### src/verilog/hic_pkg.sv
package hic_pkg;

    // ----------------------------------------
    // Widths with a meaning
    // ----------------------------------------
    typedef logic [31:0] word_t;
    typedef logic [3:0]  sel_t;
    typedef logic [31:0] adr_t;
    // FIFO occupancy as reported in FIFO_STATUS[15:0]
    typedef logic [15:0] fifo_level_t;

    // Frame sequencer states
    typedef enum logic {
        IDLE,
        PUSH
    } frame_state_t;

    // ----------------------------------------
    // Register map, byte addresses
    // ----------------------------------------
    localparam adr_t ADR_ID          = 32'h0000_0000;
    localparam adr_t ADR_VERSION     = 32'h0000_0004;
    localparam adr_t ADR_CTRL        = 32'h0000_0008;
    localparam adr_t ADR_IRQ_EN      = 32'h0000_000C;
    localparam adr_t ADR_STATUS      = 32'h0000_0010;
    localparam adr_t ADR_TIME_NOW    = 32'h0000_0014;
    localparam adr_t ADR_ADC_CMD     = 32'h0000_0020;
    localparam adr_t ADR_FIFO_STATUS = 32'h0000_0024;
    localparam adr_t ADR_FIFO_DATA   = 32'h0000_0028;
    localparam adr_t ADR_SNAP_COUNT  = 32'h0000_002C;
    // Channel c at ADR_RAW_BASE + 4c
    localparam adr_t ADR_RAW_BASE    = 32'h0000_0040;

    // Identity, "HICH"
    localparam word_t CHIP_ID      = 32'h4849_4348;
    localparam word_t CHIP_VERSION = 32'h0000_0001;

    // Base of the stub sample pattern
    localparam word_t RAW_BASE = 32'h0000_1000;

    localparam int IRQ_EN_BITS = 3;

    // ----------------------------------------
    // Internal buses
    // ----------------------------------------
    // Bus beat, valid in the cycle it is accepted
    typedef struct packed {
        logic  fire;
        logic  we;
        adr_t  adr;
        sel_t  sel;
        word_t dat;
    } wb_cmd_t;

    // One-cycle strobes decoded from accepted beats
    typedef struct packed {
        logic snapshot;
        logic ovr_clear;
        logic fifo_pop;
    } wr_strobe_t;

endpackage

### src/verilog/hic_wb_front.sv
`timescale 1ns/1ps
`default_nettype none

module hic_wb_front (
    input  wire                                 wb_clk_i,
    input  wire                                 wb_rst_i,
    input  wire                                 wbs_cyc_i,
    input  wire                                 wbs_stb_i,
    input  wire                                 wbs_we_i,
    input  hic_pkg::sel_t                       wbs_sel_i,
    input  hic_pkg::adr_t                       wbs_adr_i,
    input  hic_pkg::word_t                      wbs_dat_i,
    output logic                                wbs_ack_o,
    output hic_pkg::wb_cmd_t                    cmd_o,
    output hic_pkg::wr_strobe_t                 strobe_o,
    output logic                                ctrl_enable_o,
    output logic                                ctrl_start_o,
    output logic [hic_pkg::IRQ_EN_BITS-1:0]     irq_en_o
);

    logic fire;
    logic wr_fire;
    logic start_req;
    logic start_pending_q;

    // ----------------------------------------
    // Handshake
    // ----------------------------------------
    // One beat accepted per two cycles, ack always in the next cycle
    assign fire    = wbs_cyc_i & wbs_stb_i & ~wbs_ack_o;
    assign wr_fire = fire & cmd_o.we;

    always_ff @(posedge wb_clk_i) begin
        if (wb_rst_i) begin
            wbs_ack_o <= 1'b0;
        end else begin
            wbs_ack_o <= fire;
        end
    end

    // Accepted beat, address forced to a word boundary
    assign cmd_o.fire = fire;
    assign cmd_o.we   = wbs_we_i;
    assign cmd_o.adr  = {wbs_adr_i[31:2], 2'b00};
    assign cmd_o.sel  = wbs_sel_i;
    assign cmd_o.dat  = wbs_dat_i;

    // ----------------------------------------
    // Pulse strobes
    // ----------------------------------------
    // Snapshot on CMD bit 0, lane 0
    assign strobe_o.snapshot = wr_fire && (cmd_o.adr == hic_pkg::ADR_ADC_CMD)
                               && cmd_o.sel[0] && cmd_o.dat[0];
    // Overrun clear on FIFO_STATUS bit 16, lane 2
    assign strobe_o.ovr_clear = wr_fire && (cmd_o.adr == hic_pkg::ADR_FIFO_STATUS)
                                && cmd_o.sel[2] && cmd_o.dat[16];
    // Any read of FIFO_DATA pops
    assign strobe_o.fifo_pop = fire && !cmd_o.we && (cmd_o.adr == hic_pkg::ADR_FIFO_DATA);

    // Start request on CTRL bit 1, lane 0
    assign start_req = wr_fire && (cmd_o.adr == hic_pkg::ADR_CTRL)
                       && cmd_o.sel[0] && cmd_o.dat[1];

    // ----------------------------------------
    // Control registers
    // ----------------------------------------
    always_ff @(posedge wb_clk_i) begin
        if (wb_rst_i) begin
            ctrl_enable_o   <= 1'b0;
            irq_en_o        <= '0;
            start_pending_q <= 1'b0;
            ctrl_start_o    <= 1'b0;
        end else begin
            // Start pulse lands the cycle after ack
            start_pending_q <= start_req;
            ctrl_start_o    <= start_pending_q;
            // Enable is sticky, lane 0
            if (wr_fire && (cmd_o.adr == hic_pkg::ADR_CTRL) && cmd_o.sel[0]) begin
                ctrl_enable_o <= cmd_o.dat[0];
            end
            // IRQ_EN lives entirely in lane 0, upper bits dropped
            if (wr_fire && (cmd_o.adr == hic_pkg::ADR_IRQ_EN) && cmd_o.sel[0]) begin
                irq_en_o <= cmd_o.dat[hic_pkg::IRQ_EN_BITS-1:0];
            end
        end
    end

    // Classic single-beat handshake, back-to-back ack would double-accept
    a_ack_single: assert property (@(posedge wb_clk_i) disable iff (wb_rst_i)
        wbs_ack_o |=> !wbs_ack_o);

endmodule

`default_nettype wire

### src/verilog/hic_snapshot_seq.sv
`timescale 1ns/1ps
`default_nettype none

module hic_snapshot_seq #(
    parameter int NUM_CH = 8
) (
    input  wire                          wb_clk_i,
    input  wire                          wb_rst_i,
    input  wire                          snapshot_i,
    output hic_pkg::word_t               snap_count_o,
    output hic_pkg::word_t [NUM_CH-1:0]  raw_o,
    output logic                         push_o,
    output hic_pkg::word_t               push_data_o,
    output logic                         frame_drop_o
);

    // Index runs 0 for the status word, then 1..NUM_CH for channels
    localparam int IDX_W = $clog2(NUM_CH + 1);

    hic_pkg::frame_state_t state_q;
    logic [IDX_W-1:0]      idx_q;
    hic_pkg::word_t        frame_base_q;
    hic_pkg::word_t        next_count;
    logic                  frame_start;

    assign next_count  = snap_count_o + 32'h1;
    assign frame_start = snapshot_i && (state_q == hic_pkg::IDLE);

    // ----------------------------------------
    // Snapshot counter and raw channels
    // ----------------------------------------
    // Registers update on every snapshot, busy or not
    always_ff @(posedge wb_clk_i) begin
        if (wb_rst_i) begin
            snap_count_o <= '0;
            raw_o        <= '0;
        end else if (snapshot_i) begin
            snap_count_o <= next_count;
            for (int c = 0; c < NUM_CH; c++) begin
                // Stub pattern: base + count + channel
                raw_o[c] <= hic_pkg::RAW_BASE + next_count + hic_pkg::word_t'(c);
            end
        end
    end

    // ----------------------------------------
    // Frame sequencer
    // ----------------------------------------
    always_ff @(posedge wb_clk_i) begin
        if (wb_rst_i) begin
            state_q <= hic_pkg::IDLE;
            idx_q   <= '0;
        end else begin
            case (state_q)
                hic_pkg::IDLE: begin
                    if (snapshot_i) begin
                        state_q <= hic_pkg::PUSH;
                        idx_q   <= '0;
                    end
                end
                hic_pkg::PUSH: begin
                    // Last channel goes out, then back to idle
                    if (idx_q == IDX_W'(NUM_CH)) begin
                        state_q <= hic_pkg::IDLE;
                    end else begin
                        idx_q <= idx_q + 1'b1;
                    end
                end
                default: state_q <= hic_pkg::IDLE;
            endcase
        end
    end

    // Frame keeps its own base so a later snapshot cannot alter it mid-stream
    always_ff @(posedge wb_clk_i) begin
        if (wb_rst_i) begin
            frame_base_q <= '0;
        end else if (frame_start) begin
            frame_base_q <= hic_pkg::RAW_BASE + next_count;
        end
    end

    // One word per cycle, status word first
    assign push_o      = (state_q == hic_pkg::PUSH);
    assign push_data_o = (idx_q == '0) ? '0
                         : frame_base_q + hic_pkg::word_t'(idx_q) - 32'h1;

    // Snapshot while streaming loses its frame
    assign frame_drop_o = snapshot_i && (state_q == hic_pkg::PUSH);

    // A frame is the status word plus one word per channel, never cut short or stretched
    a_frame_len: assert property (@(posedge wb_clk_i) disable iff (wb_rst_i)
        $fell(push_o) |-> $past(push_o, NUM_CH + 1) && !$past(push_o, NUM_CH + 2));

endmodule

`default_nettype wire

### src/verilog/hic_sample_fifo.sv
`timescale 1ns/1ps
`default_nettype none

module hic_sample_fifo #(
    parameter int FIFO_DEPTH = 16
) (
    input  wire                  wb_clk_i,
    input  wire                  wb_rst_i,
    input  wire                  push_i,
    input  hic_pkg::word_t       push_data_i,
    input  wire                  pop_i,
    input  wire                  ovr_clear_i,
    input  wire                  frame_drop_i,
    output hic_pkg::word_t       head_o,
    output hic_pkg::fifo_level_t level_o,
    output logic                 overrun_o
);

    localparam int AW = $clog2(FIFO_DEPTH);
    localparam hic_pkg::fifo_level_t FULL_LEVEL = hic_pkg::fifo_level_t'(FIFO_DEPTH);

    hic_pkg::word_t mem [FIFO_DEPTH];
    logic [AW-1:0]  wr_ptr_q;
    logic [AW-1:0]  rd_ptr_q;
    logic           full;
    logic           do_push;
    logic           do_pop;

    assign full    = (level_o == FULL_LEVEL);
    // No back-pressure, a push into a full buffer is lost
    assign do_push = push_i && !full;
    assign do_pop  = pop_i && (level_o != '0);

    // ----------------------------------------
    // Storage
    // ----------------------------------------
    always_ff @(posedge wb_clk_i) begin
        if (do_push) begin
            mem[wr_ptr_q] <= push_data_i;
        end
    end

    // Empty reads as 0
    assign head_o = (level_o == '0) ? '0 : mem[rd_ptr_q];

    // ----------------------------------------
    // Pointers, level and overrun
    // ----------------------------------------
    always_ff @(posedge wb_clk_i) begin
        if (wb_rst_i) begin
            wr_ptr_q  <= '0;
            rd_ptr_q  <= '0;
            level_o   <= '0;
            overrun_o <= 1'b0;
        end else begin
            // Power-of-two depth, pointers wrap on their own
            if (do_push) begin
                wr_ptr_q <= wr_ptr_q + 1'b1;
            end
            if (do_pop) begin
                rd_ptr_q <= rd_ptr_q + 1'b1;
            end
            // Push and pop together leave the level alone
            if (do_push && !do_pop) begin
                level_o <= level_o + 1'b1;
            end else if (do_pop && !do_push) begin
                level_o <= level_o - 1'b1;
            end
            // Set wins over a same-cycle clear
            if ((push_i && full) || frame_drop_i) begin
                overrun_o <= 1'b1;
            end else if (ovr_clear_i) begin
                overrun_o <= 1'b0;
            end
        end
    end

    a_level_max: assert property (@(posedge wb_clk_i) disable iff (wb_rst_i)
        level_o <= FULL_LEVEL);

endmodule

`default_nettype wire

### src/verilog/hic_read_mux.sv
`timescale 1ns/1ps
`default_nettype none

module hic_read_mux #(
    parameter int NUM_CH = 8
) (
    input  wire                              wb_clk_i,
    input  wire                              wb_rst_i,
    input  hic_pkg::wb_cmd_t                 cmd_i,
    input  wire [7:0]                        core_status_i,
    input  wire                              ctrl_enable_i,
    input  wire [hic_pkg::IRQ_EN_BITS-1:0]   irq_en_i,
    input  hic_pkg::word_t                   time_now_i,
    input  hic_pkg::word_t                   snap_count_i,
    input  hic_pkg::word_t [NUM_CH-1:0]      raw_i,
    input  hic_pkg::word_t                   fifo_head_i,
    input  hic_pkg::fifo_level_t             fifo_level_i,
    input  wire                              fifo_overrun_i,
    output hic_pkg::word_t                   wbs_dat_o
);

    hic_pkg::word_t rd_word;

    // ----------------------------------------
    // Address decode
    // ----------------------------------------
    // Reserved bits and unmapped locations read 0
    always_comb begin
        rd_word = '0;
        case (cmd_i.adr)
            hic_pkg::ADR_ID:          rd_word = hic_pkg::CHIP_ID;
            hic_pkg::ADR_VERSION:     rd_word = hic_pkg::CHIP_VERSION;
            // Start bit is write-only
            hic_pkg::ADR_CTRL:        rd_word = hic_pkg::word_t'(ctrl_enable_i);
            hic_pkg::ADR_IRQ_EN:      rd_word = hic_pkg::word_t'(irq_en_i);
            hic_pkg::ADR_STATUS:      rd_word = hic_pkg::word_t'(core_status_i);
            hic_pkg::ADR_TIME_NOW:    rd_word = time_now_i;
            // Command bits are pulses only
            hic_pkg::ADR_ADC_CMD:     rd_word = '0;
            hic_pkg::ADR_FIFO_STATUS: rd_word = {15'h0, fifo_overrun_i, fifo_level_i};
            hic_pkg::ADR_FIFO_DATA:   rd_word = fifo_head_i;
            hic_pkg::ADR_SNAP_COUNT:  rd_word = snap_count_i;
            default: begin
                // Raw channel window
                for (int c = 0; c < NUM_CH; c++) begin
                    if (cmd_i.adr == hic_pkg::ADR_RAW_BASE + hic_pkg::adr_t'(4 * c)) begin
                        rd_word = raw_i[c];
                    end
                end
            end
        endcase
    end

    // ----------------------------------------
    // Data latch
    // ----------------------------------------
    // Captured on every accepted beat, valid alongside ack
    always_ff @(posedge wb_clk_i) begin
        if (wb_rst_i) begin
            wbs_dat_o <= '0;
        end else if (cmd_i.fire) begin
            wbs_dat_o <= rd_word;
        end
    end

endmodule

`default_nettype wire

### src/verilog/home_inventory_wb.sv
`timescale 1ns/1ps
`default_nettype none

module home_inventory_wb #(
    parameter int NUM_CH     = 8,
    parameter int FIFO_DEPTH = 16
) (
    input  wire                               wb_clk_i,
    input  wire                               wb_rst_i,
    input  wire                               wbs_cyc_i,
    input  wire                               wbs_stb_i,
    input  wire                               wbs_we_i,
    input  hic_pkg::sel_t                     wbs_sel_i,
    input  hic_pkg::adr_t                     wbs_adr_i,
    input  hic_pkg::word_t                    wbs_dat_i,
    output logic                              wbs_ack_o,
    output hic_pkg::word_t                    wbs_dat_o,
    input  wire [7:0]                         core_status_i,
    output logic                              ctrl_enable_o,
    output logic                              ctrl_start_o,
    output logic [hic_pkg::IRQ_EN_BITS-1:0]   irq_en_o
);

    hic_pkg::wb_cmd_t            cmd;
    hic_pkg::wr_strobe_t         strobe;
    hic_pkg::word_t              time_now_q;
    hic_pkg::word_t              snap_count;
    hic_pkg::word_t [NUM_CH-1:0] raw;
    logic                        push;
    hic_pkg::word_t              push_data;
    logic                        frame_drop;
    hic_pkg::word_t              fifo_head;
    hic_pkg::fifo_level_t        fifo_level;
    logic                        fifo_overrun;

    // Free-running timebase, wraps
    always_ff @(posedge wb_clk_i) begin
        if (wb_rst_i) begin
            time_now_q <= '0;
        end else begin
            time_now_q <= time_now_q + 32'h1;
        end
    end

    // ----------------------------------------
    // Bus front end and control
    // ----------------------------------------
    hic_wb_front u_front (
        .wb_clk_i      (wb_clk_i),
        .wb_rst_i      (wb_rst_i),
        .wbs_cyc_i     (wbs_cyc_i),
        .wbs_stb_i     (wbs_stb_i),
        .wbs_we_i      (wbs_we_i),
        .wbs_sel_i     (wbs_sel_i),
        .wbs_adr_i     (wbs_adr_i),
        .wbs_dat_i     (wbs_dat_i),
        .wbs_ack_o     (wbs_ack_o),
        .cmd_o         (cmd),
        .strobe_o      (strobe),
        .ctrl_enable_o (ctrl_enable_o),
        .ctrl_start_o  (ctrl_start_o),
        .irq_en_o      (irq_en_o)
    );

    // Stub ADC snapshot and frame stream
    hic_snapshot_seq #(
        .NUM_CH (NUM_CH)
    ) u_snap (
        .wb_clk_i     (wb_clk_i),
        .wb_rst_i     (wb_rst_i),
        .snapshot_i   (strobe.snapshot),
        .snap_count_o (snap_count),
        .raw_o        (raw),
        .push_o       (push),
        .push_data_o  (push_data),
        .frame_drop_o (frame_drop)
    );

    hic_sample_fifo #(
        .FIFO_DEPTH (FIFO_DEPTH)
    ) u_fifo (
        .wb_clk_i     (wb_clk_i),
        .wb_rst_i     (wb_rst_i),
        .push_i       (push),
        .push_data_i  (push_data),
        .pop_i        (strobe.fifo_pop),
        .ovr_clear_i  (strobe.ovr_clear),
        .frame_drop_i (frame_drop),
        .head_o       (fifo_head),
        .level_o      (fifo_level),
        .overrun_o    (fifo_overrun)
    );

    // ----------------------------------------
    // Read path
    // ----------------------------------------
    hic_read_mux #(
        .NUM_CH (NUM_CH)
    ) u_rdmux (
        .wb_clk_i       (wb_clk_i),
        .wb_rst_i       (wb_rst_i),
        .cmd_i          (cmd),
        .core_status_i  (core_status_i),
        .ctrl_enable_i  (ctrl_enable_o),
        .irq_en_i       (irq_en_o),
        .time_now_i     (time_now_q),
        .snap_count_i   (snap_count),
        .raw_i          (raw),
        .fifo_head_i    (fifo_head),
        .fifo_level_i   (fifo_level),
        .fifo_overrun_i (fifo_overrun),
        .wbs_dat_o      (wbs_dat_o)
    );

endmodule

`default_nettype wire

### config.mk
export PLATFORM = sky130hd
export DESIGN_NAME = home_inventory_wb
export DESIGN_NICKNAME = d
export VERILOG_FILES = /design/src/verilog/hic_pkg.sv /design/src/verilog/hic_wb_front.sv /design/src/verilog/hic_snapshot_seq.sv /design/src/verilog/hic_sample_fifo.sv /design/src/verilog/hic_read_mux.sv /design/src/verilog/home_inventory_wb.sv
export SDC_FILE = /design/constraint.sdc
export NUM_CORES = 2
export LEC_CHECK = 0
export ABC_CLOCK_PERIOD_IN_PS = 4800
export BUFFER_PORTS_ARGS = -buffer_cell sky130_fd_sc_hd__buf_4
export CAP_MARGIN = 40
export CORE_ASPECT_RATIO = 0.75
export CORE_MARGIN = 1.5
export CORE_UTILIZATION = 55
export CTS_BUF_LIST = sky130_fd_sc_hd__clkbuf_8 sky130_fd_sc_hd__clkbuf_16
export DETAILED_ROUTE_END_ITERATION = 12
export PLACE_DENSITY_LB_ADDON = 0.15
export SETUP_SLACK_MARGIN = 0.4
export SLEW_MARGIN = 10
export SYNTH_ARGS = -nofsm -noshare
export SYNTH_HDL_FRONTEND = slang
export SYNTH_SLANG_ARGS = --single-unit
### constraint.sdc
create_clock -name wb_clk_i -period 4.8 [get_ports wb_clk_i]
set_input_delay 0.48 -clock wb_clk_i [delete_from_list [all_inputs] [get_ports wb_clk_i]]
set_output_delay 0.48 -clock wb_clk_i [all_outputs]
set_load 0.01 [all_outputs]
Yosys cells after proc, flatten, opt, wreduce, memory -nomap -nowiden --
Memories as Yosys holds them, arrays and structs flattened. A register that Yosys moved wholly into a read port is not among the register bits. Index checks and enable logic that the tools add are counted.
Cells by class: $add $sub $neg 17, equal/unequal tests 21, muxes and demuxes 25, bitwise operators 5, reduce and logical (&&, ||, !) cells 32
Operator list (number):
- $mux W32 | 10
- $pmux W32 S10 | 1
- $eq A30 B5 Y1 const B | 8
- $add A32 B3 Y32 const B | 4
- $eq A30 B4 Y1 const B | 4
- $add A32 B1 Y32 const B | 3
- $add A32 B2 Y32 const B | 2
- $eq A30 B2 Y1 const B | 2
- $eq A30 B3 Y1 const B | 2
- $add A13 B32 Y32 const A | 1
- $add A32 B4 Y32 | 1
- $logic_not A32 Y1 | 1
- $mux W16 | 2
- $sub A32 B1 Y32 const B | 1
- $eq A30 B1 Y1 const B | 1
- $logic_and A1 B1 Y1 | 20
- $add A16 B1 Y16 const B | 1
- $eq A16 B5 Y1 const B | 1
- $logic_not A16 Y1 | 1
- $mux W4 | 4
- $reduce_bool A16 Y1 | 1
- $sub A16 B1 Y16 const B | 1
- $add A4 B1 Y4 const B | 3
- $pmux W4 S2 | 1
- other kinds (12) | 24
Word-level totals: flip-flop bits (word level) 421, RAM bits 512, logic and storage cells 124, memories 1
Memory list:
- u_fifo.mem | depth 16, bits a word 32, read ports 1, clocked after Yosys merged registers in 1, wr ports 1, RTL line hic_sample_fifo.sv:22 | hic_pkg::word_t mem [FIFO_DEPTH];

Longest topological paths before layout --
depth after elaboration 10, depth in mapped cells 22

Cells and area by module --
From an unflattened synthesis, not the netlist that was laid out.
Second synthesis, totals: cell total of the unflattened synthesis 4068, area, all modules 45979.1 µm²
Modules (own cells, without submodules):
- hic_sample_fifo | times used 1, cells each 1081, area each 21673.3 µm², sequential area each 15955.3 µm²
- hic_snapshot_seq | times used 1, cells each 2208, area each 17524.3 µm², sequential area each 6065.8 µm²
- hic_read_mux | times used 1, cells each 492, area each 4315.4 µm², sequential area each 640.6 µm²
- home_inventory_wb | times used 1, cells each 168, area each 1475.2 µm², sequential area each 640.6 µm²
- hic_wb_front | times used 1, cells each 119, area each 991.0 µm², sequential area each 140.1 µm²

Least setup slack after synthesis --
No wires, ideal clock.
path type input to register, start point input wbs_adr_i[22], end point register u_fifo.level_o[14], setup time 0.120 ns, arrival time 4.999 ns, data required time 4.680 ns, setup slack -0.318 ns, cell stages on the path 21, cell sequence or4_1 -> nor4_1 -> clkbuf_1 -> and2_1 -> o211ai_1 -> nor3_1 -> inv_1 -> ha_1 -> inv_1 -> ha_1 -> nor2b_1 -> o21ai_0 -> a21oi_1 -> o21ai_0 -> a21boi_0 -> o21ai_0 -> a21o_1 -> a21oi_1 -> a311oi_1 -> nor4_1 -> a211o_1
Between the ends: cells in the longest elaborated chain, start to end 6, elaborated cells on any way between the ends 8, those cells by class eq/ne: 1; mux: 1; reduce/logical: 6
Ends and longest elaborated chain:
- start, declared | RTL line home_inventory_wb.sv:14 | input hic_pkg::adr_t wbs_adr_i,
- $eq A30 B4 Y1 (*) | RTL line hic_wb_front.sv:58 | assign strobe_o.fifo_pop = fire && !cmd_o.we && (cmd_o.adr == hic_pkg::ADR_FIFO_DATA);
- $logic_and A1 B1 Y1 (*) | RTL line hic_wb_front.sv:58
- $logic_and A1 B1 Y1 (*) | RTL line hic_sample_fifo.sv:32 | assign do_pop = pop_i && (level_o != '0);
- $logic_not A1 Y1 | RTL line hic_sample_fifo.sv:64 | if (do_push && !do_pop) begin
- $logic_and A1 B1 Y1 | RTL line hic_sample_fifo.sv:64
- $mux W16 / $reduce_bool A2 Y1 (equally long branches)
- end signal, assigned | RTL line hic_sample_fifo.sv:65 | level_o <= level_o + 1'b1;
- end signal, assigned | RTL line hic_sample_fifo.sv:67 | level_o <= level_o - 1'b1;
- end, declared | RTL line hic_sample_fifo.sv:15 | output hic_pkg::fifo_level_t level_o,
Mark *: on every way between the ends. The rest lies on a longest branch, timed or not. A chain may end at the register's enable or synchronous reset.

==> metrics.txt <==
internal reg-to-reg setup slack 0.51 ns; Root Driver sky130_fd_sc_hd__clkbuf_16; kind of end point of the critical path flip-flop; share of the clock period used by the worst path 89.37%; power per cell area 318.4 nW/um2; post-route met1 wirelength 56640 um; total congestion overflow after global routing 0; io pins 119; DIE WIDTH 324.8 um; crit path DAT about 4.8 ns; 1st-pass router iterations 7; Starting Density between 50 and 60%; number of unique standard cell types used by synthesis 87; Top FF cell, synth sky130_fd_sc_hd__edfxtp_1; count of final max-slew check failures 0; initial antenna violation count 4; transition at the pin with the smallest max-transition slack 0.9732 ns; R2R Path End u_snap.raw_o[88]$_SDFFE_PP0P_; overall power of the completed layout 15.58 mW; met2 routed wirelength 53390 um; total number of clock tree sinks 915; number of buffers added on ports 86; die area 79360 um2; hold depth 3; type of the most critical hold path input pin to flip-flop; sum of routed wire length over all layers 129600 um; Layout Area Growth over Synthesis 14.57%; number of nets produced by synthesis around 4000; class of the most critical setup path flip-flop to flip-flop; overall track demand over capacity in global routing about 32%; WL/cell 25.76 um; CTS clk-pin slew, worst paths 0.07 ns; share of layout cells above drive strength 1 18.37%; initial drt markers 4906; Leakage 16.54 nW; peak fanout along the critical path 12; Detail Route met3 WL around 16000 um; fillers 6036; number of nets at the end of the flow 4076; Yosys reg bits slightly above 900; number of standard-cell rows in the floorplan between 80 and 90; synthesized area divided by synthesized cell count ~11 um2; htree depth 3; hold worst-path end u_front.ctrl_enable_o$_SDFFE_PP0P_; estimated wirelength of the detail-placed design 86360 um; commonest non-fill, non-tap cells in the layout sky130_fd_sc_hd__edfxtp_1, sky130_fd_sc_hd__nor2_1, sky130_fd_sc_hd__dfxtp_1, sky130_fd_sc_hd__nand2_1, sky130_fd_sc_hd__buf_4; cts bufs inserted 90; maximum number of pins on one net before global-route repair 131; most common library cell in the layout ignoring fill and taps sky130_fd_sc_hd__edfxtp_1; number of setup violations in the final report 0; unrepaired setup endpoints after global routing no; clock tree from TritonCTS built; Clk Latency, worst-skew pair 0.67 ns; Core ar. between 70000 and 80000 um2; startpoint of the worst register-to-register path u_snap.raw_o[5]$_SDFFE_PP0P_; Final Hold Fails 0; number of vias per cell after detailed routing about 6.4; post-synthesis async set-or-reset flop share 0%; final weighted congestion in routability-driven placement 1.037; post-synthesis cell count 3788; FMAX 0.2331 GHz; result of the run finished, final reports clean; final instance count without filler cells 5032; count of cells along the worst register-to-register path 16; count of flip-flops with a built-in enable after synthesis between 500 and 600; summed instance area of the synthesized netlist about 43000 um2; post-route core utilization 63.68%; vias in the first global route 29230; Vert. Die Dim 244.3 um; yosys synthesis warning count 0; via count 32150; kind of launch point of the worst setup path flip-flop; launch instance of the worst min-delay path wbs_dat_i[0]; final clock skew 0.03297 ns; maximum ir drop on the vdd rail 0.2746 mV; uppermost routed layer met5; proportion of synthesized chip area in sequential cells 54.88%; post-placement cell count between 4000 and 5000; Req. time, crit path around 5.4 ns; global-route wire length before repair 191700 um; setup TNS 0 ns; Max-cap violations 0; Min Clock Period, post-route 4.290 ns; number of design rule violations left after detail routing 0; worst slew margin relative to its limit between 30% and 40%; clk buf depth 3; remaining antenna violation count after routing 0
## through the flow
stage | setup slack (ns) | area, um2 | hold slack (ns)
after CTS | 0.4532 | 48750 | 0.04149
after global routing | 0.3644 | 48940 | 0.05379
after global placement | 0.1500 | 45480 | 0.4192
after detailed placement | 0.06086 | 45690 | 0.4305
final | 0.5102 | 48940 | 0.07042
after floorplan | 0.3362 | 42800 | 0.4138
## worst max path at each step
stage	endpoint	startpoint	depth (start not counted)
4_1_cts	u_fifo.mem[10][31]$_DFFE_PP_	u_snap.idx_q[1]$_SDFFE_PP0P_	18
2_1_floorplan	u_fifo.level_o[15]$_SDFFE_PP0P_	wbs_adr_i[22]	21
5_1_grt	u_fifo.mem[10][31]$_DFFE_PP_	u_snap.idx_q[1]$_SDFFE_PP0P_	18
3_3_place_gp	u_fifo.level_o[14]$_SDFFE_PP0P_	wbs_adr_i[22]	21
3_5_place_dp	u_fifo.level_o[14]$_SDFFE_PP0P_	wbs_adr_i[22]	21
6_report	u_snap.raw_o[88]$_SDFFE_PP0P_	u_snap.raw_o[5]$_SDFFE_PP0P_	16
## final cells by class
cell class,count,area (um2),area share [%]
flip-flops and latches,915,23460,47.94
multi-input cells,2539,18420,37.63
repair buffers,300,2506,5.121
clock buffers,98,2374,4.850
well taps,1035,1295,2.646
clock inverters,66,581.8,1.189
inverters,78,301.5,0.6162
diodes,1,2.502,0.005114
## synthesized netlist by cell type (20+ instances only)
library cell,number,area (um2)
sky130_fd_sc_hd__a31oi_1,36,225.2
sky130_fd_sc_hd__o21ai_0,51,255.2
sky130_fd_sc_hd__a211oi_1,116,870.8
sky130_fd_sc_hd__nand2_1,351,1318
sky130_fd_sc_hd__a22oi_1,27,202.7
sky130_fd_sc_hd__mux2i_1,28,280.3
sky130_fd_sc_hd__ha_1,69,863.3
sky130_fd_sc_hd__inv_1,76,285.3
sky130_fd_sc_hd__nand3_1,93,465.5
sky130_fd_sc_hd__and3_1,53,331.6
sky130_fd_sc_hd__a311oi_1,24,210.2
sky130_fd_sc_hd__dfxtp_1,403,8068
sky130_fd_sc_hd__clkbuf_1,200,750.7
sky130_fd_sc_hd__mux4_2,160,3603
sky130_fd_sc_hd__a221oi_1,50,437.9
sky130_fd_sc_hd__a21o_1,20,150.1
sky130_fd_sc_hd__xor2_1,111,972.2
sky130_fd_sc_hd__buf_1,38,142.6
sky130_fd_sc_hd__or3_1,22,137.6
sky130_fd_sc_hd__nor2_1,509,1911
sky130_fd_sc_hd__a21oi_1,211,1056
sky130_fd_sc_hd__nor3_1,122,610.6
sky130_fd_sc_hd__nand4_1,39,244.0
sky130_fd_sc_hd__edfxtp_1,512,15370
sky130_fd_sc_hd__nor4_1,27,168.9
sky130_fd_sc_hd__a222oi_1,48,480.5
sky130_fd_sc_hd__and2_1,20,125.1
sky130_fd_sc_hd__xnor2_1,152,1331
## routing by layer
layer,GRT usage (%),vias up
met4,7.697,6
met3,9.126,229
met5,0,-
li1,-,14350
met1,49.70,15750
met2,44.82,1807
## flip-flops by register name, indices dropped and copies added, names as in the netlist, named ones only
register / count
u_snap.frame_base_q: 32
u_snap.push_o: 1
u_front.irq_en_o: 3
u_fifo.overrun_o: 1
u_rdmux.wbs_dat_o: 32
u_front.start_pending_q: 1
u_snap.raw_o: 246
u_snap.idx_q: 4
u_fifo.rd_ptr_q: 4
u_fifo.mem: 512
u_front.wbs_ack_o: 1
u_front.ctrl_start_o: 1
u_snap.snap_count_o: 20
u_front.ctrl_enable_o: 1
u_fifo.level_o: 16
time_now_q: 32
u_fifo.wr_ptr_q: 4
## worst max-delay path, cell delays in order (launching register included)
cell	delay [ns]
sky130_fd_sc_hd__dfxtp_1	0.39
sky130_fd_sc_hd__nand3_4	0.22
sky130_fd_sc_hd__nor4_4	0.31
sky130_fd_sc_hd__buf_4	0.18
sky130_fd_sc_hd__xnor2_4	0.13
sky130_fd_sc_hd__clkinv_2	0.08
sky130_fd_sc_hd__ha_1	0.24
sky130_fd_sc_hd__nor2b_1	0.14
sky130_fd_sc_hd__and4_1	0.24
sky130_fd_sc_hd__o22a_1	0.22
sky130_fd_sc_hd__xnor2_2	0.18
sky130_fd_sc_hd__buf_4	0.22
sky130_fd_sc_hd__or4_4	0.57
sky130_fd_sc_hd__or4_4	0.59
sky130_fd_sc_hd__nor3_2	0.16
sky130_fd_sc_hd__mux2i_1	0.24
sky130_fd_sc_hd__nor3_2	0.05
## logic make-up (layout without fill, tap and decap cells)
| group | count (synthesis) | after routing | synth area share [%] |
|---|---|---|---|
| multiplexers | 188 | 188 | 9.093 |
| AND/OR/NAND/NOR | 1346 | 1346 | 14.59 |
| adder cells (fa/ha/maj) | 71 | 71 | 2.115 |
| AO/OA/AOI/OAI | 669 | 669 | 10.82 |
| buffers and inverters | 334 | 542 | 3.029 |
| flip-flops | 915 | 915 | 54.88 |
| other | 0 | 1 | 0 |
| XOR/XNOR | 265 | 265 | 5.469 |
## power breakdown
part	leakage, nW	total, mW	internal (mW)	switching [mW]
clock	1.48	7.14	3.97	3.17
sequential	8.04	8.21	8.20	0.0117
combinational	7.03	0.230	0.0847	0.145
total	16.5	15.6	12.3	3.33
## timing repair
item | 4_1_cts | 5_1_grt
hold buffers | 0 | 0
pin swaps | 2 | 10
endpoints found under the setup margin | 128 | 189
buffers inserted | 4 | 8
gates resized for setup | 13 | 25
(Power assumes the default switching activity.)
